==> config.mk <==
export PLATFORM = sky130hd
export DESIGN_NAME = data_slice
export DESIGN_NICKNAME = d
export VERILOG_FILES = /design/src/common/slice_pkg.sv /design/src/design/regfile/reg_file.sv /design/src/design/alu/slice_alu.sv /design/src/design/status_regs.sv /design/src/design/data_slice.sv
export SDC_FILE = /design/constraint.sdc
export NUM_CORES = 1
export LEC_CHECK = 0
export ABC_AREA = 1
export BUFFER_PORTS_ARGS = -buffer_cell sky130_fd_sc_hd__buf_4
export CORE_AREA = 4 4 149 151
export DETAILED_ROUTE_END_ITERATION = 8
export DIE_AREA = 0 0 153 155
export HOLD_SLACK_MARGIN = 0.12
export PLACE_DENSITY = 0.79
export SYNTH_ARGS = -nofsm -noshare
export SYNTH_HDL_FRONTEND = slang
export SYNTH_SLANG_ARGS = --single-unit
==> constraint.sdc <==
create_clock -name pin_clk -period 6.9 [get_ports pin_clk]
set_input_delay 1.035 -clock pin_clk [delete_from_list [all_inputs] [get_ports pin_clk]]
set_output_delay 1.035 -clock pin_clk [all_outputs]
set_load 0.02 [all_outputs]
==> src/common/slice_pkg.sv <==
// shared widths, function codes and word formats of the data slice, imported by every RTL module
`default_nettype none

package slice_pkg;

   localparam int data_w    = 8;   // datapath byte
   localparam int reg_count = 26;  // physical registers
   localparam int addr_w    = 4;   // register address field
   localparam int bank_w    = 3;   // G register

   // function codes carried in the micro-operation
   typedef enum logic [2:0]
   {
      fn_add  = 3'd0,
      fn_adc  = 3'd1,
      fn_sub  = 3'd2,
      fn_and  = 3'd3,
      fn_or   = 3'd4,
      fn_xor  = 3'd5,
      fn_mov  = 3'd6,
      fn_setg = 3'd7
   } alu_fn_e;

   // register form, both operands from the file
   typedef struct packed
   {
      logic              form;    // 1 here
      alu_fn_e           fn;
      logic [3:0]        spare;   // ignored
      logic [addr_w-1:0] addr_b;
      logic [addr_w-1:0] addr_a;
   } reg_form_t;

   // immediate form, operand b is a literal byte
   typedef struct packed
   {
      logic              form;    // 0 here
      alu_fn_e           fn;
      logic [data_w-1:0] imm;
      logic [addr_w-1:0] addr_a;
   } imm_form_t;

   // bit 15 tells which view is valid
   typedef union packed
   {
      reg_form_t reg_view;
      imm_form_t imm_view;
   } micro_op_u;

   typedef struct packed
   {
      logic c;   // carry, borrow after sub
      logic v;   // overflow
      logic z;   // zero
      logic n;   // negative
   } flags_t;

   // output stream word
   typedef struct packed
   {
      logic [data_w-1:0] data;
      flags_t            flags;
   } slice_result_t;

endpackage

`default_nettype wire

==> src/design/regfile/reg_file.sv <==
// 26x8 register file with G-banked low addresses, two async read ports and one write port
`timescale 1ns/1ps
`default_nettype none

module reg_file import slice_pkg::*;
(
   input  logic              pin_clk,
   input  logic              arst_n,
   input  logic [bank_w-1:0] g,        // current bank
   input  logic [addr_w-1:0] addr_a,   // read a, also write target
   input  logic [addr_w-1:0] addr_b,
   input  logic              wr_en,
   input  logic [data_w-1:0] wr_data,
   output logic [data_w-1:0] rd_a,
   output logic [data_w-1:0] rd_b
);

   logic [data_w-1:0]            regs [reg_count];
   logic [$clog2(reg_count)-1:0] idx_a;   // physical index, port a
   logic [$clog2(reg_count)-1:0] idx_b;   // physical index, port b

   // maps a 4-bit address and the bank to one of the 26 registers
   function automatic logic [$clog2(reg_count)-1:0] reg_index
   (
      input logic [addr_w-1:0] addr,
      input logic [bank_w-1:0] bank
   );
      logic [$clog2(reg_count)-1:0] idx;
      if (addr[addr_w-1:1] != '0)
      begin
         idx = 5'd27 - {1'b0, addr};   // 2..15 -> 25..12
      end
      else if (bank == 3'd6)
      begin
         idx = 5'd15 - {4'b0, addr[0]};   // aliases r15/r14
      end
      else if (bank == 3'd7)
      begin
         idx = 5'd13 - {4'b0, addr[0]};   // aliases r13/r12
      end
      else
      begin
         idx = {1'b0, bank, addr[0]};   // 2G, 2G+1
      end
      return idx;
   endfunction

   assign idx_a = reg_index(addr_a, g);
   assign idx_b = reg_index(addr_b, g);

   assign rd_a = regs[idx_a];
   assign rd_b = regs[idx_b];

   // whole file is cleared, not only the low twelve
   always_ff @(posedge pin_clk or negedge arst_n)
   begin
      if (!arst_n)
      begin
         for (int i = 0; i < reg_count; i++)
         begin
            regs[i] <= '0;
         end
      end
      else if (wr_en)
      begin
         regs[idx_a] <= wr_data;
      end
   end

endmodule

`default_nettype wire

==> src/design/alu/slice_alu.sv <==
// combinational byte ALU, per-bit OR/AND subfunction tables feeding a ripple carry chain
`timescale 1ns/1ps
`default_nettype none

module slice_alu import slice_pkg::*;
(
   input  logic [data_w-1:0] a,
   input  logic [data_w-1:0] b,
   input  alu_fn_e           fn,
   input  logic              carry_in,   // current C flag
   output logic [data_w-1:0] result,
   output flags_t            flags
);

   logic [3:0]        or_tab;    // ax per {a,b}
   logic [3:0]        and_tab;   // ay per {a,b}
   logic              cin;       // chain carry-in
   logic              arith;     // flags from the chain
   logic              borrow;    // invert carry out
   logic [data_w-1:0] ax;        // OR subfunction
   logic [data_w-1:0] ay;        // AND subfunction
   logic [data_w-1:0] c;         // carry out of each bit

   // table bits indexed by {a[i], b[i]}
   always_comb
   begin
      or_tab  = 4'b1010;   // pass b
      and_tab = 4'b0000;
      cin     = 1'b0;
      arith   = 1'b0;
      borrow  = 1'b0;
      case (fn)
         fn_add, fn_adc:
         begin
            or_tab  = 4'b0110;   // a ^ b
            and_tab = 4'b1000;   // a & b
            cin     = (fn == fn_adc) ? carry_in : 1'b0;
            arith   = 1'b1;
         end
         fn_sub:
         begin
            or_tab  = 4'b1001;   // a ^ ~b
            and_tab = 4'b0100;   // a & ~b
            cin     = 1'b1;      // two's complement +1
            arith   = 1'b1;
            borrow  = 1'b1;
         end
         fn_and: or_tab = 4'b1000;
         fn_or:  or_tab = 4'b1110;
         fn_xor: or_tab = 4'b0110;
         default: or_tab = 4'b1010;   // mov and setg give b
      endcase
   end

   for (genvar i = 0; i < data_w; i++)
   begin : gen_bit
      assign ax[i] = or_tab[{a[i], b[i]}];
      assign ay[i] = and_tab[{a[i], b[i]}];
   end

   assign c[0]      = ay[0] | ax[0] & cin;
   assign result[0] = ax[0] ^ cin;

   for (genvar i = 1; i < data_w; i++)
   begin : gen_chain
      assign c[i]      = ay[i] | ax[i] & c[i-1];
      assign result[i] = ax[i] ^ c[i-1];
   end

   always_comb
   begin
      flags.c = arith ? (c[data_w-1] ^ borrow) : carry_in;
      flags.v = arith & (c[data_w-1] ^ c[data_w-2]);   // carry into vs out of msb
      flags.z = (result == '0);
      flags.n = result[data_w-1];
   end

endmodule

`default_nettype wire

==> src/design/status_regs.sv <==
// PSW flag register and G bank register, updated on each accepted micro-operation
`timescale 1ns/1ps
`default_nettype none

module status_regs import slice_pkg::*;
(
   input  logic              pin_clk,
   input  logic              arst_n,
   input  logic              fire,        // operation accepted
   input  alu_fn_e           fn,
   input  flags_t            alu_flags,
   input  logic [bank_w-1:0] g_load,      // from operand b
   output flags_t            psw,
   output logic [bank_w-1:0] g
);

   // setg only touches G, everything else only the flags
   always_ff @(posedge pin_clk or negedge arst_n)
   begin
      if (!arst_n)
      begin
         psw <= '0;
         g   <= '0;
      end
      else if (fire)
      begin
         if (fn == fn_setg)
         begin
            g <= g_load;
         end
         else
         begin
            psw <= alu_flags;   // all four at once
         end
      end
   end

endmodule

`default_nettype wire

==> src/design/data_slice.sv <==
// top of the byte data slice: decodes the micro-op stream, runs the datapath, registers results
`timescale 1ns/1ps
`default_nettype none

module data_slice import slice_pkg::*;
(
   input  logic          pin_clk,
   input  logic          arst_n,
   input  logic          op_valid,
   input  micro_op_u     op,
   output logic          op_ready,
   output logic          res_valid,
   output slice_result_t res,
   input  logic          res_ready
);

   logic              fire;       // op transfer this edge
   alu_fn_e           fn;
   logic [addr_w-1:0] addr_a;
   logic [data_w-1:0] rd_a;
   logic [data_w-1:0] rd_b;
   logic [data_w-1:0] opnd_b;     // register or immediate
   logic [data_w-1:0] alu_out;
   flags_t            alu_flags;
   flags_t            psw;
   logic [bank_w-1:0] g;
   logic              wr_en;

   // fn and addr_a sit in the same bits of both views
   assign fn     = op.reg_view.fn;
   assign addr_a = op.reg_view.addr_a;
   assign opnd_b = op.reg_view.form ? rd_b : op.imm_view.imm;

   assign op_ready = !res_valid || res_ready;
   assign fire     = op_valid && op_ready;
   assign wr_en    = fire && (fn != fn_setg);

   reg_file u_reg_file
   (
      .pin_clk (pin_clk),
      .arst_n  (arst_n),
      .g       (g),                     // bank before this op
      .addr_a  (addr_a),
      .addr_b  (op.reg_view.addr_b),
      .wr_en   (wr_en),
      .wr_data (alu_out),
      .rd_a    (rd_a),
      .rd_b    (rd_b)
   );

   slice_alu u_alu
   (
      .a        (rd_a),
      .b        (opnd_b),
      .fn       (fn),
      .carry_in (psw.c),
      .result   (alu_out),   // b for setg
      .flags    (alu_flags)
   );

   status_regs u_status
   (
      .pin_clk   (pin_clk),
      .arst_n    (arst_n),
      .fire      (fire),
      .fn        (fn),
      .alu_flags (alu_flags),
      .g_load    (opnd_b[bank_w-1:0]),
      .psw       (psw),
      .g         (g)
   );

   always_ff @(posedge pin_clk or negedge arst_n)
   begin
      if (!arst_n)
      begin
         res_valid <= 1'b0;
      end
      else if (fire)
      begin
         res_valid <= 1'b1;
      end
      else if (res_ready)
      begin
         res_valid <= 1'b0;   // taken, nothing new
      end
   end

   // output word, flags as they stand after the op
   always_ff @(posedge pin_clk)
   begin
      if (fire)
      begin
         res.data  <= alu_out;
         res.flags <= (fn == fn_setg) ? psw : alu_flags;
      end
   end

endmodule

`default_nettype wire

Word level (Yosys, flattened, before mapping)
Cells that the tools add are included.

word-level totals
  bits in registers = 228
  output and inout port bits = 14

cells by class
  multiplexer cells = 58
  add/subtract/negate cells = 6
  reductions and logical operators = 14
  magnitude comparators = 11
  bitwise logic cells = 29
  equal/unequal tests = 9

operators with widths
  kind                 number
  $bwmux 208           1
  $bmux 8 s5           2
  $mux 8               6
  $demux 8 s5          1
  $bmux 1 s2           16
  $mux 5               6
  $lt 2x3->1 const B   8
  $mux 1               22
  $sub 4x1->5 const A  4
  $pmux 4 s4           1
  $eq 3x3->1 const B   5
  $ge 6x6->1 const B   2
  $not 5->6            2
  $sub 5x4->5 const A  2
  $xor 1x1->1          10
  $and 1x1->1          9
  $logic_not 8->1      1
  $or 1x1->1           8
  $pmux 4 s2           1
  $eq 3x2->1 const B   2
  $lt 6x1->1 const B   1
  $reduce_bool 3->1    2
  $reduce_or 3->1      2
  $mux 4               1
  10 further kinds     12

Longest topological paths before layout
Gate-level depths: netlist (run 1).

  depth after elaboration = 30
  mapped depth = 43
  gate-level depth less buffers = 42

Cells and area by module
From an unflattened synthesis (run 1), not the netlist that was laid out.

unflattened totals
  cell total of the unflattened synthesis = 2,070
  area, all modules = 14,052.2 um^2

modules (own cells, without submodules)
  module       cells each  area each (um^2)  instances
  reg_file     1,864       12,503.2          1
  slice_alu    113         654.4             1
  data_slice   58          588.1             1
  status_regs  35          306.5             1

Least setup slack after synthesis (run 1)
OpenSTA, ideal clock, no wires.

  kind = input to register
  start = input port op[1] (netlist bit)
  end = register res[0] (netlist bit) (data pin)
  arrival time = 5.627 ns
  path slack = 1.006 ns
  path buffers = 3
  stages on the path = 37
  required time = 6.633 ns
  library setup time = 0.267 ns
  cells stage by stage = inv_2 > nand3_4 > inv_2 > nand3_1 > nand2_2 > inv_2 > nand2_4 > buf_6 > buf_2 > o22ai_1 > o21ai_0 > nand4_1 > nor3_1 > or2_1 > nand2_1 > ha_1 > inv_1 > nand2_1 > ha_1 > a31o_1 > ha_1 > inv_1 > nand2_1 > ha_1 > a31o_1 > ha_1 > inv_1 > nand2_1 > ha_1 > o21bai_1 > ha_1 > inv_1 > nand2_1 > ha_1 > inv_1 > clkbuf_1 > o21ai_0

RTL lines
  element             RTL line          text
  start: declaration  data_slice.sv:10  input micro_op_u op,
  end: declaration    data_slice.sv:13  output slice_result_t res,

==> reports/qor.yml, run 1 <==
regToRegStartpoint: "u_status.g[2]$_DFFE_PN0P_"
rsz0062_at_grt: "no"
yosys_warnings: 0
ctsHtreeMaxLevel: 1
grt_util_all_layers: 0.3785
tightest_slew_ns: 1.155
crit_path_start_kind: "input port"
clk_latency_ns: 0.56
dpl.hpwl_mm: 30.61
comb_power_share: 0.322
setup_tns_ns: 0
internal_power_uw: 3147
nNetsFinal: 1791
max_slew_margin: 0.2292
slew_viol_final: 0
pwr-share-clk: 0.254
cts_setup_buffers: 0
drive_above_1_share: 0.1012
syn_avg_cell_area_um2: 7.393
final_util: 0.6838
cts.sinks: 228
finalHoldViolCount: 0
cts_buffers: 25
crit_arrival_ns: 6.66
core_area_um2: 20820
worstHoldPathType: "flip-flop to flip-flop"
hold_depth: 2
p_leak_uw: 0.006570
dieArea_um2: 23720
cts.path.max_buffers: 3
cpMostUsedCell: "ha_1"
period_share: 0.9085
reg2reg_setup_slack_ns: 0.84
min_from: "u_reg_file.regs[36]$_DFFE_PN0P_"
initial_core_util: 0.6228
clkTransAtPathRegs_ns: 0.06
criticalPathCategory: "input port to flip-flop"
ys_ff_latch: 228
tritoncts: "done"
power_density_nw_per_um2: 367.6
cp_max_fo: 19
cts_hold_buf: 0
grt_pass1_vias: 12360
seq_area_frac_synth: 0.4446
place_congestion: 0.9836
grt_max_degree: 89
p_sw_frac: 0.3988
firstDrtPassIters: 6
portBuffers: 33
slowest_stage: "o21ai_0"
detail-route-antenna-nets: 0
die_x_um: 153
avgRoutedWirePerCell_um: 21.69
min_period_ns: 6.269
worstRegToRegCells: 34
drc: 0
grt_pass1_wl_mm: 70.86
clock.fmax_mhz: 159.5
switchingPower_uw: 2087
netlist_area_um2: 12970
drt_iter0_markers: 1529
r2r_end: "res[1]$_DFFE_PP_"
grt_overflow: 0
cap_violations: 0
fin_skew_ns: 0.02767
root_buffer: "clkbuf_16"
avgViaCountPerCell: 6.235
synth-edff-count: 12
ir_drop_v: 0.0002878
io_pins: 34
synthCells: 1754
hold_path_end: "u_reg_file.regs[36]$_DFFE_PN0P_"
syn-num-nets: 1784
synth_cell_types: 51
row_count: 53
cts_resized: 0
die_y_um: 155
syn2layout_area_growth_pct: 9.793
seqPwrFrac: 0.424
antenna_found_initial: 0
vias: 12810
critPathRequiredTime_ns: 7.29
crit_family: "simple AND/OR/NAND/NOR gates"
setup_viol: 0
postSynth.asyncResetShare: 0.9474
status: "completed"
drt-total-wl_mm: 44.56
crit_path_end_kind: "flip-flop"
crit_buf_inv: 9
max_stage_delay_ns: 0.40
antenna_cells: 0
synth-main-ff-cell: "dfrtp_1"
==> worst max path at each step <==
stage	cells after the start	to	slack (ns)	from
floorplan	37	res[0]$_DFFE_PP_	1.01	op[1]
global placement	35	res[1]$_DFFE_PP_	0.37	op[1]
detailed placement	35	res[1]$_DFFE_PP_	0.25	op[1]
CTS	35	res[1]$_DFFE_PP_	0.78	op[1]
global route	36	res[1]$_DFFE_PP_	0.23	op[1]
finish	35	res[1]$_DFFE_PP_	0.63	op[1]
==> flip-flops by register name, summed over array words and instances, names as in the netlist <==
name             cells
u_reg_file.regs    208
res                 12
u_status.psw         4
u_status.g           3
res_valid            1
==> logic make-up (layout without fill, tap and decap cells) <==
kind of cell	after synthesis	in the layout	synth area share
and+or+nand+nor	825	825	0.2680
AOI/OAI and AO/OA	460	460	0.1960
buffers and inverters	231	256	0.08172
DFF	228	228	0.4446
adders and majority gates	10	10	0.009649
==> Yosys cell counts, types with 4 or more instances <==
| cell type | n | area, um^2 |
|---|---|---|
| inv_1 | 103 | 386.6 |
| nand2_1 | 557 | 2091 |
| o21ai_1 | 32 | 160.2 |
| or2_2 | 4 | 25.02 |
| o2111ai_1 | 4 | 35.03 |
| edfxtp_1 | 12 | 360.4 |
| o22ai_1 | 57 | 356.6 |
| a21oi_2 | 4 | 35.03 |
| a31oi_1 | 5 | 31.28 |
| nand2_2 | 10 | 62.56 |
| clkbuf_1 | 54 | 202.7 |
| inv_2 | 17 | 63.81 |
| or2_1 | 5 | 31.28 |
| nor3_1 | 9 | 45.04 |
| nand2_4 | 4 | 45.04 |
| nand3_1 | 140 | 700.7 |
| nor2_1 | 68 | 255.2 |
| ha_1 | 10 | 125.1 |
| buf_6 | 16 | 180.2 |
| clkinv_1 | 4 | 15.01 |
| buf_2 | 24 | 120.1 |
| a21oi_1 | 41 | 205.2 |
| buf_4 | 10 | 75.07 |
| dfrtp_1 | 216 | 5405 |
| nor2_2 | 8 | 50.05 |
| o21ai_0 | 278 | 1391 |
| nand4_1 | 7 | 43.79 |
| o211ai_1 | 17 | 127.6 |
| o221ai_1 | 7 | 61.31 |
==> power by group through the flow <==
stage	registers, uW	clock network [uW]	logic [uW]
floorplan	2110	0	1090
global placement	2210	0	1600
detailed placement	2210	0	1650
CTS	2200	1340	1660
global route	2270	1400	1890
finish	2220	1330	1680
==> tightest hold or removal path, cell delays in order (launching register included) <==
cell	delay, ns
dfrtp_1	0.34
nand2_1	0.05
o21ai_0	0.06
==> metal layers <==
layer,share of wire,global-route usage,up-vias
met1,0.39,0.5106,6024
met5,0,0,-
li1,-,-,5881
met2,0.46,0.6015,745
met3,0.098,0.06314,157
met4,0.055,0.1837,0
==> layout by cell type (no fill, tap or decap), drive strengths merged, types with 2 or more instances in the layout <==
master    count
nand3       142
a21oi        45
nor3          9
clkinvlp      2
o2111ai       4
clkbuf       36
o211ai       18
nand2       571
edfxtp       12
nor2         77
or2          10
inv         123
a31o          2
nand3b        3
o31ai         3
o221ai        7
a31oi         5
o21a          3
ha           10
nor4          4
nand4         8
buf          85
dfrtp       216
clkinv        9
o22ai        57
o21ai       311
==> per-stage QoR <==
stage / power [uW] / cells / cell area [um^2] / setup WS [ns] / hold slack, ns
floorplan: 3200 / 1754 / 12970 / 1.006 / 0.4494
global placement: 3814 / 2009 / 13430 / 0.3673 / 0.4646
detailed placement: 3863 / 2009 / 13430 / 0.2546 / 0.4653
CTS: 5197 / 2054 / 14240 / 0.7759 / 0.4819
global route: 5557 / 2054 / 14240 / 0.2307 / 0.5031
finish: 5234 / 2054 / 14240 / 0.6311 / 0.4847
==> layout make-up <==
| class | count | area (um^2) |
|---|---|---|
| clock buffers | 36 | 718.2 |
| clock inverters | 9 | 93.84 |
| fillers | 1770 | 6585 |
| inverters | 126 | 478.0 |
| multi-input cells | 1295 | 6142 |
| flip-flops and latches | 228 | 5766 |
| well taps | 275 | 344.1 |
| repair buffers | 85 | 695.7 |
(Power assumes the default switching activity.)
==> run 2, diff against run 1 <==
--- a/config.mk
+++ b/config.mk
@@ -7,11 +7,12 @@
 export LEC_CHECK = 0
 export ABC_AREA = 1
 export BUFFER_PORTS_ARGS = -buffer_cell sky130_fd_sc_hd__buf_4
-export CORE_AREA = 4 4 149 151
+export CORE_AREA = 4 4 155 157
 export DETAILED_ROUTE_END_ITERATION = 8
-export DIE_AREA = 0 0 153 155
+export DIE_AREA = 0 0 159 161
 export HOLD_SLACK_MARGIN = 0.12
 export PLACE_DENSITY = 0.79
 export SYNTH_ARGS = -nofsm -noshare
 export SYNTH_HDL_FRONTEND = slang
+export SYNTH_HIERARCHICAL = 1
 export SYNTH_SLANG_ARGS = --single-unit
==> reports/qor.yml, run 2 <==
synthCells: 2070  # was 1754
core_area_um2: 22500  # was 20820 um^2
place_congestion: 0.9473  # was 0.9836
crit_family: "simple AND/OR/NAND/NOR gates"  # unchanged
portBuffers: 33  # unchanged
cts.path.max_buffers: 3  # unchanged
grt_util_all_layers: 0.3524  # was 0.3785
drc: 0  # unchanged
fin_skew_ns: 0.04055  # was 0.02767 ns
die_y_um: 161  # was 155 um
yosys_warnings: 6  # was 0
root_buffer: "clkbuf_16"  # unchanged
setup_tns_ns: 0  # unchanged
tightest_slew_ns: 1.144  # was 1.155 ns
post_dp_cell_area_um2: 14650  # was 13430 um^2
grt_pass1_vias: 13340  # was 12.36k
criticalPathCategory: "input port to flip-flop"  # unchanged
ctsHtreeMaxLevel: 1  # unchanged
avgRoutedWirePerCell_um: 19.27  # was 21.69 um
avgViaCountPerCell: 6.006  # was 6.235
p_leak_uw: 0.007485  # was 0.006570 uW
crit_path_start_kind: "input port"  # unchanged
vias: 14180  # was 12.81k
cp_max_fo: 29  # was 19
period_share: 0.8795  # was 0.9085
synth-edff-count: 12  # unchanged
final_cells: 2361  # was 2054
drive_above_1_share: 0.08237  # was 0.1012
cts.sinks: 228  # unchanged
status: "completed"  # unchanged
die_x_um: 159  # was 153 um
synth_area_leaders: "dfrtp_1 (38%), nand2_1 (18%), nand3_1 (12%)"  # was dfrtp_1 (42%), nand2_1 (16%), o21ai_0 (11%)
grt_max_degree: 101  # was 89
cts_setup_buffers: 0  # unchanged
max_slew_margin: 0.2365  # was 0.2292
yosysMostFrequentCell: "nand2_1"  # unchanged
yosysTopAreaCell: "dfrtp_1"  # unchanged
cts_buffers: 26  # was 25
synth_top_cell_area_share: 0.3846  # was 0.4168
nNetsFinal: 2087  # was 1791
ys_ff_latch: 228  # unchanged
rsz0062_at_grt: "no"  # unchanged
slew_viol_final: 0  # unchanged
top_layer: "met4"  # unchanged
antenna_found_initial: 0  # unchanged
largestRegisters: "u_reg_file/regs: 208 flops, res: 12 flops, u_status/psw: 4 flops"  # was u_reg_file.regs: 208 flops, res: 12 flops, u_status.psw: 4 flops
layout.cells.most_common_list: "nand2_1 (659), nand3_1 (335), o21ai_0 (307)"  # was nand2_1 (557), o21ai_0 (278), dfrtp_1 (216)
placed_cells: 2314  # was 2009
cts_hold_buf: 0  # unchanged
worstHoldPathType: "flip-flop to flip-flop"  # unchanged
power_density_nw_per_um2: 304.6  # was 367.6 nW/um^2
synth_cell_types: 41  # was 51
setup_viol: 0  # unchanged
tritoncts: "done"  # unchanged
synth-main-ff-cell: "dfrtp_1"  # unchanged
design_area_um2: 15510  # was 14240 um^2
layout.cells.most_common: "nand2_1"  # unchanged
drt-met1-wl_mm: 18.52  # was 17.41 mm
firstDrtPassIters: 6  # unchanged
critPathRequiredTime_ns: 7.30  # was 7.29 ns
top_register: "u_reg_file/regs"  # was u_reg_file.regs
max_stage_delay_ns: 0.37  # was 0.40 ns
initial_core_util: 0.6245  # was 0.6228
syn2layout_area_growth_pct: 10.37  # was 9.793%
ir_drop_v: 0.0002450  # was 0.0002878 V
syn_avg_cell_area_um2: 6.789  # was 7.393 um^2
clkTransAtPathRegs_ns: 0.06  # about the same
row_count: 55  # was 53
io_pins: 34  # unchanged
drt_iter0_markers: 1748  # was 1529
dr_wl_met2_mm: 20.49  # was 20.37 mm
postSynth.asyncResetShare: 0.9474  # unchanged
grt_pass1_wl_mm: 73.15  # was 70.86 mm
crit_path_end_kind: "flip-flop"  # unchanged
dpl.hpwl_mm: 30.62  # was 30.61 mm
seq_area_frac_synth: 0.4103  # was 0.4446
dieArea_um2: 25600  # was 23720 um^2
clk_latency_ns: 0.57  # was 0.56 ns
holdWs_ns: 0.4779  # was 0.4847 ns
drt-total-wl_mm: 45.50  # was 44.56 mm
min_period_ns: 6.069  # was 6.269 ns
netlist_area_um2: 14050  # was 12970 um^2
crit_buf_inv: 3  # was 9
finalHoldViolCount: 0  # unchanged
crit_arrival_ns: 6.47  # was 6.66 ns
clock.fmax_mhz: 164.8  # was 159.5 MHz
antenna_cells: 0  # unchanged
largest_reg_flops: 208  # unchanged
slowest_stage: "ha_1"  # was o21ai_0
syn-num-nets: 2100  # was 1784
detail-route-antenna-nets: 0  # unchanged
grt_overflow: 0  # unchanged
netlist_top_cells_count: "nand2_1 (662), nand3_1 (335), o21ai_0 (307), inv_1 (247), dfrtp_1 (216)"  # was nand2_1 (557), o21ai_0 (278), dfrtp_1 (216), nand3_1 (140), inv_1 (103)
cap_violations: 0  # unchanged
cts_resized: 0  # unchanged
wl_met3_mm: 4.239  # was 4.349 mm
-- run 2: cell types whose count changed after synthesis, moves of 31 or more --
cell	change
nand3_1	+195
inv_1	+144
nand2_1	+105
o22ai_1	-56
nor2_1	-46
o21ai_1	-31
-- run 2: metrics by stage --
step | util | total power [uW] | setup WS [ns]
finish | 0.6892 | 4725 | 0.8312
CTS | 0.6892 | 4704 | 0.9236
floorplan | - | 2801 | 0.6921
global route | 0.6892 | 5017 | 0.4059
global placement | 0.6511 | 3284 | 0.5275
detailed placement | 0.6511 | 3325 | 0.3846
-- run 2: path summary, 6_finish.rpt --
kind / from / endpoint / slack, ns / cells after the start
min reg2reg: u_status/psw[2]$_DFFE_PN0P_ / u_status/psw[2]$_DFFE_PN0P_ / 0.48 / 2
max in group asynchronous: arst_n / u_reg_file/regs[18]$_DFFE_PN0P_ / 5.08 / 2
min: u_status/psw[2]$_DFFE_PN0P_ / u_status/psw[2]$_DFFE_PN0P_ / 0.48 / 2
min in group asynchronous: arst_n / u_reg_file/regs[83]$_DFFE_PN0P_ / 0.52 / 1
max reg2reg: u_status/g[1]$_DFFE_PN0P_ / res[1]$_DFFE_PP_ / 0.88 / 30
max: op[6] / res[1]$_DFFE_PP_ / 0.83 / 34
-- run 2: worst reg2reg max path, delay by kind of cell, from the launching register on --
kind            cells  cell delay [ns]
simple gates       13             2.04
fa+ha+maj           7             1.53
compound gates      8             1.21
buf+inv             2             0.61
flops               1             0.46
-- run 2: final cells by class --
cell class,count,area [um^2]
clock inverter,9,102.6
tap,285,356.6
clock buffer,38,755.7
timing repair buffer,88,755.7
inverter,253,949.7
multi-input combinational,1460,6824
sequential,228,5766
fill,1998,6993
-- run 2: kinds of logic after synthesis --
group / share of synthesized area
AO/OA/AOI/OAI: 0.1369
adder cells (fa/ha/maj): 0.008904
buffers and inverters: 0.1060
flip-flops: 0.4103
AND/OR/NAND/NOR: 0.3380
-- run 2: where the power goes --
part / internal (uW) / switching (uW)
clock: 799 / 573
sequential: 1680 / 238
combinational: 475 / 963
total: 2950 / 1770
-- run 2: routing by layer --
metal  GRT usage  vias up
li1            -     6670
met1      0.4865     6597
met2      0.5620      764
met3     0.05282      150
met4      0.1483        0
met5           0        -
==> run 3, diff against run 2 <==
--- a/config.mk
+++ b/config.mk
@@ -7,12 +7,12 @@
 export LEC_CHECK = 0
 export ABC_AREA = 1
 export BUFFER_PORTS_ARGS = -buffer_cell sky130_fd_sc_hd__buf_4
-export CORE_AREA = 4 4 155 157
+export CORE_AREA = 4 4 149 151
 export DETAILED_ROUTE_END_ITERATION = 8
-export DIE_AREA = 0 0 159 161
+export DIE_AREA = 0 0 153 155
+export GPL_TIMING_DRIVEN = 0
 export HOLD_SLACK_MARGIN = 0.12
 export PLACE_DENSITY = 0.79
 export SYNTH_ARGS = -nofsm -noshare
 export SYNTH_HDL_FRONTEND = slang
-export SYNTH_HIERARCHICAL = 1
 export SYNTH_SLANG_ARGS = --single-unit
==> reports/qor.yml, run 3 (same netlist as run 1, synthesis figures left out) <==
antenna_cells: 0  # unchanged
avgRoutedWirePerCell_um: 24.48  # was 19.27 um
slew_viol_final: 0  # unchanged
period_share: 0.9775  # was 0.8795
crit_arrival_ns: 7.14  # was 6.47 ns
grt_pass1_wl_mm: 77.51  # was 73.15 mm
nNetsFinal: 1842  # was 2087
drc: 1  # was 0
io_pins: 34  # unchanged
cpMostUsedCell: "ha_1"
ir_drop_v: 0.0003136  # was 0.0002450 V
largest_reg_flops: 208  # unchanged
regArea_um2: 5766  # unchanged
comb_power_share: 0.329  # was 0.304
vias: 13950  # was 14.18k
setup_viol: 0  # unchanged
pwr-share-clk: 0.249  # was 0.290
core_area_um2: 20820  # was 22500 um^2
min_from: "u_reg_file.regs[48]$_DFFE_PN0P_"  # was u_status/psw[2]$_DFFE_PN0P_
dieArea_um2: 23720  # was 25600 um^2
drive_above_1_share: 0.1001  # was 0.08237
root_buffer: "clkbuf_16"  # unchanged
cts_setup_buffers: 0  # unchanged
firstDrtPassIters: 9  # was 6
crit_path_start_kind: "input port"  # unchanged
worstHoldPathType: "flip-flop to flip-flop"  # unchanged
cts_buffers: 24  # was 26
worstRegToRegCells: 36  # was 30
clk_latency_ns: 0.54  # was 0.57 ns
cap_violations: 0  # unchanged
status: "complete, but fails checks"  # was completed
final_util: 0.6916  # was 0.6892
die_y_um: 155  # was 161 um
max_slew_margin: 0.3662  # was 0.2365
clock.fmax_mhz: 148.3  # was 164.8 MHz
hold_depth: 2  # unchanged
finalHoldViolCount: 0  # unchanged
ctsHtreeMaxLevel: 1  # unchanged
max_stage_delay_ns: 0.55  # was 0.37 ns
drt_iter0_markers: 2046  # was 1748
fin_total_pwr_uw: 5323  # was 4725 uW
syn2layout_area_growth_pct: 11.05  # was 10.37%
violations: "design-rule violations"
nFillCells: 1797  # was 1998
detail-route-antenna-nets: 0  # unchanged
clkTransAtPathRegs_ns: 0.06  # about the same
die_x_um: 153  # was 159 um
grt_max_degree: 114  # was 101
portBuffers: 31  # was 33
top_register: "u_reg_file.regs"  # was u_reg_file/regs
row_count: 53  # was 55
place_congestion: 1.031  # was 0.9473
antenna_found_initial: 0  # unchanged
crit_start: "op[1]"  # was op[6]
largestRegisters: "u_reg_file.regs: 208 flops, res: 12 flops, u_status.psw: 4 flops"  # was u_reg_file/regs: 208 flops, res: 12 flops, u_status/psw: 4 flops
cts.path.max_buffers: 3  # unchanged
seqPwrFrac: 0.422  # was 0.405
tightest_slew_ns: 0.9506  # was 1.144 ns
initial_core_util: 0.6228  # was 0.6245
tritoncts: "done"  # unchanged
p_leak_uw: 0.006601  # was 0.007485 uW
regToRegStartpoint: "u_status.g[2]$_DFFE_PN0P_"  # was u_status/g[1]$_DFFE_PN0P_
switchingPower_uw: 2178  # was 1774 uW
internal_power_uw: 3145  # was 2951 uW
layout.cells.most_common_list: "nand2_1 (557), o21ai_0 (277), dfrtp_1 (216)"  # was nand2_1 (659), nand3_1 (335), o21ai_0 (307)
fin_skew_ns: 0.01104  # was 0.04055 ns
slowest_stage: "nor3_1"  # was ha_1
cts.sinks: 228  # unchanged
p_sw_frac: 0.4092  # was 0.3754
critPathRequiredTime_ns: 7.29  # was 7.30 ns
cp_max_fo: 10  # was 29
setup_tns_ns: 0  # unchanged
grt_util_all_layers: 0.4281  # was 0.3524
grt_overflow: 0  # unchanged
power_density_nw_per_um2: 369.6  # was 304.6 nW/um^2
min_period_ns: 6.745  # was 6.069 ns
grt_pass1_vias: 13230  # was 13.34k
dpl.hpwl_mm: 36.55  # was 30.62 mm
avgViaCountPerCell: 6.629  # was 6.006
layout.cells.most_common: "nand2_1"  # unchanged
criticalPathCategory: "input port to flip-flop"  # unchanged
crit_path_end_kind: "flip-flop"  # unchanged
multi_input_area_um2: 6168  # was 6824 um^2
drt-total-wl_mm: 51.50  # was 45.50 mm
run 3: cell types whose count changed in the layout (fill, tap and decap cells not counted), moves of 16 or more:
| cell | change |
|---|---|
| buf_2 | +25 |
| nor2_1 | +45 |
| o21ai_0 | -30 |
| nand2_1 | -102 |
| o22ai_1 | +56 |
| clkbuf_1 | +53 |
| inv_1 | -145 |
| nand3_1 | -195 |
| buf_6 | +16 |
| o21ai_1 | +31 |
| buf_4 | -40 |
run 3: routing by layer:
layer  share of wire  GRT usage  vias up  routed length (um)
li1                -          -     6001                   -
met1            0.37     0.5651     6536               18870
met2            0.43     0.6474     1126               22030
met3            0.14     0.1210      284                7112
met4           0.068     0.2266        0                3490
met5               0   0.002070        -                   0
run 3: what timing repair did:
item                       4_1_cts  5_1_grt
hold buffers                     0        0
hold endpoints to repair         0        0
resized for setup                1        9
setup endpoints to repair       10       43
run 3: path summary, 6_finish.rpt:
| kind | to | slack (ns) |
|---|---|---|
| min in group asynchronous | u_reg_file.regs[126]$_DFFE_PN0P_ | 0.54 |
| hold / removal | u_reg_file.regs[48]$_DFFE_PN0P_ | 0.48 |
| max in group asynchronous | u_reg_file.regs[21]$_DFFE_PN0P_ | 5.33 |
| setup / recovery | u_reg_file.regs[159]$_DFFE_PN0P_ | 0.15 |
| hold reg to reg | u_reg_file.regs[48]$_DFFE_PN0P_ | 0.48 |
| setup reg to reg | u_reg_file.regs[159]$_DFFE_PN0P_ | 0.44 |
run 3: critical path, delay by kind of cell:
family	cells	cell delay, ns
buffers and inverters	10	1.70
AO/OA/AOI/OAI	7	1.39
AND/OR/NAND/NOR	9	1.33
adder cells (fa/ha/maj)	8	1.69
run 3: final cells by class:
class / count / share of cell area
tap: 275 / 0.02389
sequential: 228 / 0.4004
buffer: 105 / 0.04049
clock buffer: 34 / 0.04788
timing repair buffer: 32 / 0.01859
inverter: 126 / 0.03345
multi-input combinational: 1295 / 0.4284
clock inverter: 9 / 0.006951
run 3: stage by stage:
stage	area [um^2]	setup slack, ns	hold WS, ns	std cells
6_report	14400	0.1549	0.4832	2104
5_1_grt	14400	-0.0006222	0.5039	2104
4_1_cts	14370	0.02590	0.4876	2104
3_5_place_dp	13580	-0.7237	0.4728	2061
3_3_place_gp	13540	-0.7077	0.4633	2060
2_1_floorplan	12970	1.006	0.4494	1754
run 3: power groups by stage:
stage                     clock (uW)  combinational (uW)  sequential, uW
after global placement             0                1610            2230
after detailed placement           0                1670            2240
final                           1330                1750            2250
after global routing            1380                1920            2280
after floorplan                    0                1090            2110
after CTS                       1320                1680            2220
